`src/hw/ieu_pkg.sv`:
```
// Execution unit types for data, addresses, tags and ALU functions, with their widths.
package ieu_pkg;

    localparam int DATA_W  = 32;
    localparam int ADDR_W  = 32;
    localparam int TAG_W   = 6;
    localparam int SHAMT_W = 5;

    // Byte distance from an instruction to the next one, used for the link address.
    localparam int INSN_BYTES = 4;

    typedef logic [DATA_W-1:0]  data_t;
    typedef logic [ADDR_W-1:0]  addr_t;
    typedef logic [TAG_W-1:0]   tag_t;
    typedef logic [SHAMT_W-1:0] shamt_t;

    // Functions the ALU can perform. The compares return 1 or 0 in bit 0.
    typedef enum logic [3:0] {
        ALU_FUNC_ADD,
        ALU_FUNC_SUB,
        ALU_FUNC_SLL,
        ALU_FUNC_SRL,
        ALU_FUNC_SRA,
        ALU_FUNC_XOR,
        ALU_FUNC_OR,
        ALU_FUNC_AND,
        ALU_FUNC_LT,
        ALU_FUNC_LTU,
        ALU_FUNC_EQ,
        ALU_FUNC_NE,
        ALU_FUNC_GE,
        ALU_FUNC_GEU
    } alu_func_t;

endpackage

```
`src/hw/isa_pkg.sv`:
```
// RV32I instruction encoding with the major opcodes, field positions and instruction word type.
package isa_pkg;

    localparam int INSN_W = 32;

    // Bit positions of the fields the execution unit decodes.
    localparam int OPCODE_MSB = 6;
    localparam int OPCODE_LSB = 0;
    localparam int FUNCT3_MSB = 14;
    localparam int FUNCT3_LSB = 12;
    localparam int RS2_MSB    = 24;
    localparam int RS2_LSB    = 20;
    localparam int IMM_I_MSB  = 31;
    localparam int IMM_I_LSB  = 20;
    localparam int IMM_U_MSB  = 31;
    localparam int IMM_U_LSB  = 12;

    // Bit 30 selects SUB over ADD and SRA over SRL.
    localparam int ALT_BIT = 30;

    // The sign of every immediate sits in the top bit.
    localparam int SIGN_BIT = 31;

    typedef logic [INSN_W-1:0] insn_t;

    typedef enum logic [OPCODE_MSB-OPCODE_LSB:0] {
        OPCODE_OPIMM  = 7'b0010011,
        OPCODE_AUIPC  = 7'b0010111,
        OPCODE_OP     = 7'b0110011,
        OPCODE_LUI    = 7'b0110111,
        OPCODE_BRANCH = 7'b1100011,
        OPCODE_JALR   = 7'b1100111,
        OPCODE_JAL    = 7'b1101111
    } opcode_t;

endpackage

```
`src/hw/ieu_ctl_if.sv`:
```
// Control-flow unit outputs carried to the write-back stage.
`timescale 1ns/1ps

interface ieu_ctl_if;
    import ieu_pkg::*;

    addr_t link;
    addr_t target;
    tag_t  tag;
    logic  jmp;
    logic  br;
    logic  valid;

    modport src (
        output link, target, tag, jmp, br, valid
    );

    modport dst (
        input link, target, tag, jmp, br, valid
    );

endinterface

```
`src/hw/ieu_id_if.sv`:
```
// Decoded instruction bundle from the decode stage to the ALU and control-flow unit.
`timescale 1ns/1ps

interface ieu_id_if;
    import ieu_pkg::*;

    alu_func_t alu_func;
    data_t     src_a;
    data_t     src_b;
    data_t     imm_b;
    shamt_t    shamt;
    addr_t     iaddr;
    tag_t      tag;
    logic      jmp;
    logic      br;
    logic      valid;

    modport dec (
        output alu_func, src_a, src_b, imm_b, shamt, iaddr, tag, jmp, br, valid
    );

    modport exe (
        input alu_func, src_a, src_b, imm_b, shamt, iaddr, tag, jmp, br, valid
    );

endinterface

```
`src/hw/ieu.sv`:
```
// Integer execution unit top level connecting decode, the two execute units and write-back.
`timescale 1ns/1ps

module ieu (
    input  logic             clk,
    input  logic             i_rst_n,
    input  isa_pkg::opcode_t i_opcode,
    input  ieu_pkg::addr_t   i_iaddr,
    input  isa_pkg::insn_t   i_insn,
    input  ieu_pkg::data_t   i_src_a,
    input  ieu_pkg::data_t   i_src_b,
    input  ieu_pkg::tag_t    i_tag,
    input  logic             i_valid,
    output ieu_pkg::data_t   o_result,
    output logic             o_redirect,
    output ieu_pkg::addr_t   o_target,
    output ieu_pkg::tag_t    o_tag,
    output logic             o_valid
);
    import isa_pkg::*;
    import ieu_pkg::*;

    data_t alu_result;

    ieu_id_if  id_bus ();
    ieu_ctl_if ctl_bus ();

    ieu_id u_id (
        .clk      (clk),
        .i_rst_n  (i_rst_n),
        .i_opcode (i_opcode),
        .i_iaddr  (i_iaddr),
        .i_insn   (i_insn),
        .i_src_a  (i_src_a),
        .i_src_b  (i_src_b),
        .i_tag    (i_tag),
        .i_valid  (i_valid),
        .o_dec    (id_bus.dec)
    );

    ieu_alu u_alu (
        .clk      (clk),
        .i_rst_n  (i_rst_n),
        .i_dec    (id_bus.exe),
        .o_result (alu_result)
    );

    ieu_ctl u_ctl (
        .clk     (clk),
        .i_rst_n (i_rst_n),
        .i_dec   (id_bus.exe),
        .o_ctl   (ctl_bus.src)
    );

    ieu_wb u_wb (
        .clk          (clk),
        .i_rst_n      (i_rst_n),
        .i_alu_result (alu_result),
        .i_ctl        (ctl_bus.dst),
        .o_result     (o_result),
        .o_redirect   (o_redirect),
        .o_target     (o_target),
        .o_tag        (o_tag),
        .o_valid      (o_valid)
    );

endmodule

```
`src/hw/ieu_alu.sv`:
```
// Registered ALU for add, subtract, shifts, logic operations and compares.
`timescale 1ns/1ps

module ieu_alu (
    input  logic           clk,
    input  logic           i_rst_n,
    ieu_id_if.exe          i_dec,
    output ieu_pkg::data_t o_result
);
    import ieu_pkg::*;

    data_t sum;
    data_t diff;
    logic  lt_s;
    logic  lt_u;
    logic  eq;
    data_t alu_out;

    assign sum  = i_dec.src_a + i_dec.src_b;
    assign diff = i_dec.src_a - i_dec.src_b;
    assign lt_s = $signed(i_dec.src_a) < $signed(i_dec.src_b);
    assign lt_u = i_dec.src_a < i_dec.src_b;
    assign eq   = i_dec.src_a == i_dec.src_b;

    always_comb begin
        case (i_dec.alu_func)
            ALU_FUNC_ADD: alu_out = sum;
            ALU_FUNC_SUB: alu_out = diff;
            ALU_FUNC_SLL: alu_out = i_dec.src_a << i_dec.shamt;
            ALU_FUNC_SRL: alu_out = i_dec.src_a >> i_dec.shamt;
            ALU_FUNC_SRA: alu_out = data_t'($signed(i_dec.src_a) >>> i_dec.shamt);
            ALU_FUNC_XOR: alu_out = i_dec.src_a ^ i_dec.src_b;
            ALU_FUNC_OR:  alu_out = i_dec.src_a | i_dec.src_b;
            ALU_FUNC_AND: alu_out = i_dec.src_a & i_dec.src_b;
            // Compares land in bit 0 with the upper bits cleared.
            ALU_FUNC_LT:  alu_out = data_t'(lt_s);
            ALU_FUNC_LTU: alu_out = data_t'(lt_u);
            ALU_FUNC_EQ:  alu_out = data_t'(eq);
            ALU_FUNC_NE:  alu_out = data_t'(!eq);
            ALU_FUNC_GE:  alu_out = data_t'(!lt_s);
            ALU_FUNC_GEU: alu_out = data_t'(!lt_u);
            default:      alu_out = sum;
        endcase
    end

    always_ff @(posedge clk) begin
        if (!i_rst_n) begin
            o_result <= '0;
        end else if (i_dec.valid) begin
            o_result <= alu_out;
        end
    end

endmodule

```
`src/hw/ieu_ctl.sv`:
```
// Registered control-flow unit producing the link address and the branch target.
`timescale 1ns/1ps

module ieu_ctl (
    input  logic   clk,
    input  logic   i_rst_n,
    ieu_id_if.exe  i_dec,
    ieu_ctl_if.src o_ctl
);
    import ieu_pkg::*;

    addr_t link_d;
    addr_t target_d;

    assign link_d   = i_dec.iaddr + addr_t'(INSN_BYTES);
    assign target_d = i_dec.iaddr + addr_t'(i_dec.imm_b);

    always_ff @(posedge clk) begin
        if (!i_rst_n) begin
            o_ctl.valid <= 1'b0;
            o_ctl.jmp   <= 1'b0;
            o_ctl.br    <= 1'b0;
        end else begin
            o_ctl.valid <= i_dec.valid;
            o_ctl.jmp   <= i_dec.valid & i_dec.jmp;
            o_ctl.br    <= i_dec.valid & i_dec.br;
        end
    end

    // Link and target ride next to the ALU result of the same instruction.
    always_ff @(posedge clk) begin
        if (i_dec.valid) begin
            o_ctl.link   <= link_d;
            o_ctl.target <= target_d;
            o_ctl.tag    <= i_dec.tag;
        end
    end

endmodule

```
`src/hw/ieu_id.sv`:
```
// Execution unit decode stage with immediates, ALU function, operand select and output register.
`timescale 1ns/1ps

module ieu_id (
    input  logic             clk,
    input  logic             i_rst_n,
    input  isa_pkg::opcode_t i_opcode,
    input  ieu_pkg::addr_t   i_iaddr,
    input  isa_pkg::insn_t   i_insn,
    input  ieu_pkg::data_t   i_src_a,
    input  ieu_pkg::data_t   i_src_b,
    input  ieu_pkg::tag_t    i_tag,
    input  logic             i_valid,
    ieu_id_if.dec            o_dec
);
    import isa_pkg::*;
    import ieu_pkg::*;

    logic [FUNCT3_MSB-FUNCT3_LSB:0] funct3;
    logic                           alt;

    data_t imm_i;
    data_t imm_b;
    data_t imm_u;
    data_t imm_j;

    alu_func_t alu_func_arith;
    alu_func_t alu_func_cmp;
    logic      cmp_legal;

    alu_func_t alu_func_d;
    data_t     src_a_d;
    data_t     src_b_d;
    shamt_t    shamt_d;
    logic      jmp_d;
    logic      br_d;

    assign funct3 = i_insn[FUNCT3_MSB:FUNCT3_LSB];
    assign alt    = i_insn[ALT_BIT];

    assign imm_i = {{(DATA_W-12){i_insn[SIGN_BIT]}}, i_insn[IMM_I_MSB:IMM_I_LSB]};
    assign imm_b = {{(DATA_W-13){i_insn[SIGN_BIT]}}, i_insn[31], i_insn[7],
                    i_insn[30:25], i_insn[11:8], 1'b0};
    assign imm_u = {i_insn[IMM_U_MSB:IMM_U_LSB], 12'b0};
    assign imm_j = {{(DATA_W-21){i_insn[SIGN_BIT]}}, i_insn[31], i_insn[19:12],
                    i_insn[20], i_insn[30:21], 1'b0};

    // Register and immediate forms share one funct3 table. Only OP turns ADD into SUB.
    always_comb begin
        case (funct3)
            3'b000:  alu_func_arith = (alt && i_opcode == OPCODE_OP) ? ALU_FUNC_SUB
                                                                     : ALU_FUNC_ADD;
            3'b001:  alu_func_arith = ALU_FUNC_SLL;
            3'b010:  alu_func_arith = ALU_FUNC_LT;
            3'b011:  alu_func_arith = ALU_FUNC_LTU;
            3'b100:  alu_func_arith = ALU_FUNC_XOR;
            3'b101:  alu_func_arith = alt ? ALU_FUNC_SRA : ALU_FUNC_SRL;
            3'b110:  alu_func_arith = ALU_FUNC_OR;
            default: alu_func_arith = ALU_FUNC_AND;
        endcase
    end

    // Branch compares. Funct3 values 010 and 011 are not branches.
    always_comb begin
        cmp_legal = 1'b1;
        case (funct3)
            3'b000:  alu_func_cmp = ALU_FUNC_EQ;
            3'b001:  alu_func_cmp = ALU_FUNC_NE;
            3'b100:  alu_func_cmp = ALU_FUNC_LT;
            3'b101:  alu_func_cmp = ALU_FUNC_GE;
            3'b110:  alu_func_cmp = ALU_FUNC_LTU;
            3'b111:  alu_func_cmp = ALU_FUNC_GEU;
            default: begin
                alu_func_cmp = ALU_FUNC_ADD;
                cmp_legal    = 1'b0;
            end
        endcase
    end

    // Anything not listed falls back to an ADD of the two register operands.
    always_comb begin
        alu_func_d = ALU_FUNC_ADD;
        src_a_d    = i_src_a;
        src_b_d    = i_src_b;
        shamt_d    = i_insn[RS2_MSB:RS2_LSB];
        jmp_d      = 1'b0;
        br_d       = 1'b0;
        case (i_opcode)
            OPCODE_OPIMM: begin
                alu_func_d = alu_func_arith;
                src_b_d    = imm_i;
            end
            OPCODE_OP: begin
                alu_func_d = alu_func_arith;
                shamt_d    = i_src_b[SHAMT_W-1:0];
            end
            OPCODE_BRANCH: begin
                alu_func_d = alu_func_cmp;
                br_d       = cmp_legal;
            end
            OPCODE_LUI: begin
                src_a_d = '0;
                src_b_d = imm_u;
            end
            OPCODE_AUIPC: begin
                src_a_d = data_t'(i_iaddr);
                src_b_d = imm_u;
            end
            OPCODE_JAL: begin
                src_a_d = data_t'(i_iaddr);
                src_b_d = imm_j;
                jmp_d   = 1'b1;
            end
            OPCODE_JALR: begin
                src_b_d = imm_i;
                jmp_d   = 1'b1;
            end
            default: begin
                alu_func_d = ALU_FUNC_ADD;
            end
        endcase
    end

    always_ff @(posedge clk) begin
        if (!i_rst_n) begin
            o_dec.valid <= 1'b0;
            o_dec.jmp   <= 1'b0;
            o_dec.br    <= 1'b0;
        end else begin
            o_dec.valid <= i_valid;
            o_dec.jmp   <= i_valid & jmp_d;
            o_dec.br    <= i_valid & br_d;
        end
    end

    always_ff @(posedge clk) begin
        if (i_valid) begin
            o_dec.alu_func <= alu_func_d;
            o_dec.src_a    <= src_a_d;
            o_dec.src_b    <= src_b_d;
            o_dec.imm_b    <= imm_b;
            o_dec.shamt    <= shamt_d;
            o_dec.iaddr    <= i_iaddr;
            o_dec.tag      <= i_tag;
        end
    end

endmodule

```
`src/hw/ieu_wb.sv`:
```
// Write-back stage merging the ALU result and control-flow outputs into result and redirect.
`timescale 1ns/1ps

module ieu_wb (
    input  logic           clk,
    input  logic           i_rst_n,
    input  ieu_pkg::data_t i_alu_result,
    ieu_ctl_if.dst         i_ctl,
    output ieu_pkg::data_t o_result,
    output logic           o_redirect,
    output ieu_pkg::addr_t o_target,
    output ieu_pkg::tag_t  o_tag,
    output logic           o_valid
);
    import ieu_pkg::*;

    data_t result_d;
    logic  redirect_d;
    addr_t target_d;

    always_comb begin
        if (i_ctl.jmp) begin
            // The ALU sum is the jump destination, forced to an even address.
            result_d   = data_t'(i_ctl.link);
            redirect_d = 1'b1;
            target_d   = addr_t'({i_alu_result[DATA_W-1:1], 1'b0});
        end else if (i_ctl.br) begin
            result_d   = '0;
            redirect_d = i_alu_result[0];
            target_d   = i_ctl.target;
        end else begin
            result_d   = i_alu_result;
            redirect_d = 1'b0;
            target_d   = i_ctl.target;
        end
    end

    always_ff @(posedge clk) begin
        if (!i_rst_n) begin
            o_valid    <= 1'b0;
            o_redirect <= 1'b0;
        end else begin
            o_valid    <= i_ctl.valid;
            o_redirect <= i_ctl.valid & redirect_d;
        end
    end

    always_ff @(posedge clk) begin
        if (i_ctl.valid) begin
            o_result <= result_d;
            o_target <= target_d;
            o_tag    <= i_ctl.tag;
        end
    end

endmodule

```
`config.mk`:
```
export PLATFORM = sky130hd
export DESIGN_NAME = ieu
export DESIGN_NICKNAME = d
export VERILOG_FILES = /design/src/hw/ieu_pkg.sv /design/src/hw/isa_pkg.sv /design/src/hw/ieu_ctl_if.sv /design/src/hw/ieu_id_if.sv /design/src/hw/ieu.sv /design/src/hw/ieu_alu.sv /design/src/hw/ieu_ctl.sv /design/src/hw/ieu_id.sv /design/src/hw/ieu_wb.sv
export SDC_FILE = /design/constraint.sdc
export NUM_CORES = 1
export LEC_CHECK = 0
export BUFFER_PORTS_ARGS = -buffer_cell sky130_fd_sc_hd__buf_2
export CAP_MARGIN = 20
export CELL_PAD_IN_SITES_DETAIL_PLACEMENT = 1
export CELL_PAD_IN_SITES_GLOBAL_PLACEMENT = 2
export CORE_ASPECT_RATIO = 1.4
export CORE_MARGIN = 2
export CORE_UTILIZATION = 35
export DETAILED_ROUTE_END_ITERATION = 8
export PLACE_DENSITY_LB_ADDON = 0.1
export SYNTH_ARGS = -nofsm -noshare
export SYNTH_HDL_FRONTEND = slang
export SYNTH_SLANG_ARGS = --single-unit
```
`constraint.sdc`:
```
create_clock -name clk -period 3.5 [get_ports clk]
set_input_delay 0.175 -clock clk [delete_from_list [all_inputs] [get_ports clk]]
set_output_delay 0.175 -clock clk [all_outputs]
set_load 0.005 [all_outputs]
```
==> results.toml <==
[yosys]
synth_top_area_cell = "edfxtp_1"
synth_cell_types = 84
syn-instance-count = 2273
synth_nets = 2547
synth_seq_area_share = 0.403
ys.flop_type = "edfxtp_1"
ys_top_cells_by_area = "edfxtp_1 (37%), ha_1 (7.4%), o21ai_0 (4.7%), a21oi_1 (4.1%), nand2_1 (3.8%)"
async_flop_share = 0
synth_seq_cells = 302
synth_edf_count = 262
syn_area_per_cell_um2 = 9.46
ys_warn_count = 0
synth_top_area_frac = 0.366
syn_area_mm2 = 0.0215

[worst_hold_path]
hold_path_depth = 3
hold_path_class = "primary input to register"

[detailed_routing]
route.met3.wl_um = 4050
drt_wl_total_um = 96700
route.antenna.remaining_nets = 0
first_pass_iters = 5
wl_per_cell_um = 26.6
top_layer = "met4"
routed_via_density = 5.60
drt-initial-drc-count = 1181
num_vias = 20300
wl_met1_um = 37300
route.met2.wl_um = 49500
remaining_drc_errors = 0

[final_layout]
diodes = 0
mostFrequentLayoutCell = "buf_4"
fin_nets = 3060
seq_area_mm2 = 0.00868
multi_input_area_mm2 = 0.0119
fillers = 7002
area_delta_synth_final_pct = 29.0
drive_gt1_frac = 0.241
stdcell_area_mm2 = 0.0277
final_cell_mix = "buf_4 (292), edfxtp_1 (262), nand2_1 (218), buf_2 (207), o21ai_0 (204)"

[worst_setup_path]
r2r_slack_ns = 0.06
r2r-start = "u_id.o_dec.iaddr[1]"
worstPathArrival_ns = 3.74
cp-end-kind = "register"
rr_endpoint = "u_ctl.o_ctl.target[29]"
path_cells = "ha_1 > inv_1 > fa_1 > nor2b_1 > o31a_1 > o311ai_2 > nand3_2 > a22oi_2 > a21oi_1 > a211oi_1 > buf_4 > o21bai_1 > a21o_1 > xor2_1"
crit_start = "u_id.o_dec.iaddr[1]"
crit_type = "register to register"
critPathMaxFanout = 3
slowest_stage = "edfxtp_1"
start_kind = "register"
worstSetupEndpoint = "u_ctl.o_ctl.target[29]"
ff2ff_path_depth = 14
required_ns = 3.80
slowest_delay_ns = 0.40

[sta]
finalSetupViolCount = 0
maxSlewViolCount = 0
relSlewSlack = 0.292
finClkSkew_ns = 0.0226
post-route-period-util = 0.982
setup_tns_ns = 0
worstMarginPinSlew_ns = 1.06
rsz0062_at_grt = "true"
fin_crit_ns = 3.44
hold_viol_final = 0
whs_ns = 0.0177
timing.fmax_mhz = 291

[cts]
clk-insertion-delay-late_ns = 0.57
root_buffer = "clkbuf_16"
clk_pin_slew_ns = 0.06
cts_tree = "done"
htreeDepth = 2
cts_made_buffers = 35
clkSinkCount = 302
cts_max_path_buffers = 3

[global_route]
grt_pass1_vias = 21600
antenna_found_initial = 0
track_usage = 0.304
grt_pass1_wl_um = 142000
overflow = 0
grt_max_degree = 72

[place]
placed_cell_area_mm2 = 0.0253
io_buffer_count = 208
place_congestion = 0.957
dp_hpwl_um = 77500

[floorplan]
die-width_um = 213
floorplan.initialDensity = 0.354
pin_count = 216
row_count = 107
fp.dieH_um = 297
coreArea_mm2 = 0.0608
die_area_mm2 = 0.0634

[outcome]
status = "finished clean"

[power]
ir_drop_mv = 0.401
finalPower_mw = 11.9
power_density_mw_per_mm2 = 428
leakage_nw = 11.3

[flow_run]
maxCapViolCount = 0
[synthesized netlist by cell type (all sizes together), types with 9 or more instances]
master	instances
ha	127
o221ai	9
dfxtp	40
o2111ai	12
mux4	22
mux2	52
a21oi	178
o22ai	14
o211ai	29
o21bai	14
o31ai	11
edfxtp	262
a22oi	22
buf	48
clkbuf	103
inv	117
nand3	40
nand2b	56
nor4	13
nor2b	21
xor2	21
xnor2	53
or3	13
a31oi	25
a221o	25
a221oi	18
and3	22
mux2i	61
a21o	34
nor2	163
nand2	218
nor3	33
and2	14
a22o	42
a211oi	26
nand4	14
o21ai	208
[cell type report]
cell class	instances	area share
multi-input combinational	1703	0.428
inverter	117	0.0158
sequential	302	0.313
clock inverter	23	0.00718
clock buffer	41	0.0324
tap	817	0.0369
timing repair buffer	627	0.166
[worst min path at each step]
stage / startpoint / to / slack (ns)
floorplan: i_iaddr[0] / u_id.o_dec.iaddr[0] / 0.27
global placement: i_tag[5] / u_id.o_dec.tag[5] / 0.35
detailed placement: i_insn[8] / u_id.o_dec.imm_b[1] / 0.35
CTS: i_src_b[6] / u_id.o_dec.src_b[6] / 0.0005
global route: i_src_a[8] / u_id.o_dec.src_a[8] / 0.03
finish: i_src_b[6] / u_id.o_dec.src_b[6] / 0.02
[per-layer routing]
metal / global-route usage / vias up
met3: 0.0417 / 178
met1: 0.344 / 10100
met2: 0.548 / 570
li1: - / 9483
met4: 0.158 / 0
met5: 0 / -
[worst max-delay path: cells and delay by family, from the launching register on]
| kind | cells | cell delay, ns |
|---|---|---|
| compound gates | 7 | 1.64 |
| xor+xnor | 1 | 0.13 |
| fa+ha+maj | 2 | 0.45 |
| buf+inv | 2 | 0.27 |
| flops | 1 | 0.40 |
| simple gates | 2 | 0.30 |
[through the flow]
step	setup WS, ns	std cells	utilization
final	0.0630	3630	0.456
after global routing	-0.0826	3630	0.456
after CTS	0.0104	3628	0.454
after detailed placement	-0.105	3445	0.417
after global placement	-0.141	3444	0.416
after floorplan	0.206	2273	-
[repair_timing]
| action | in CTS | in global routing |
|---|---|---|
| gates resized for setup | 3 | 15 |
| endpoints found under the setup margin | 6 | 16 |
| pin swaps | 0 | 1 |
| hold buffers | 118 | 0 |
| setup buffers | 1 | 2 |
| cloned | 0 | 0 |
| hold endpoints to repair | 108 | 0 |
[sequential cells by signal (all words and copies together), names as in the netlist]
name                 cells
u_alu.o_result          32
u_ctl.o_ctl.br           1
u_wb.o_result           32
u_id.o_dec.br            1
u_id.o_dec.iaddr        32
u_id.o_dec.src_a        32
u_ctl.o_ctl.jmp          1
u_ctl.o_ctl.target      32
u_wb.o_redirect          1
u_ctl.o_ctl.tag          6
u_id.o_dec.src_b        32
u_ctl.o_ctl.link        31
u_ctl.o_ctl.valid        1
u_id.o_dec.alu_func      4
u_id.o_dec.tag           6
u_wb.o_tag               6
u_id.o_dec.imm_b        12
u_id.o_dec.shamt         5
u_id.o_dec.valid         1
u_wb.o_valid             1
u_id.o_dec.jmp           1
u_wb.o_target           32
[report_power, final]
group	internal, mW	total (mW)	switching [mW]	leakage, nW
combinational	1.61	3.85	2.24	7.97
clock	1.95	3.52	1.57	0.528
sequential	4.25	4.49	0.241	2.84
total	7.81	11.9	4.05	11.3
[cell families (layout without fill, tap and decap cells)]
family / after synthesis / in the layout / synth area share
adder cells (fa/ha/maj): 130 / 130 / 0.0767
buffers and inverters: 268 / 808 / 0.0503
AND/OR/NAND/NOR: 626 / 626 / 0.136
XOR/XNOR: 74 / 74 / 0.0301
flip-flops: 302 / 302 / 0.403
AO/OA/AOI/OAI: 738 / 738 / 0.225
multiplexers: 135 / 135 / 0.0787
(Power assumes the default switching activity.)
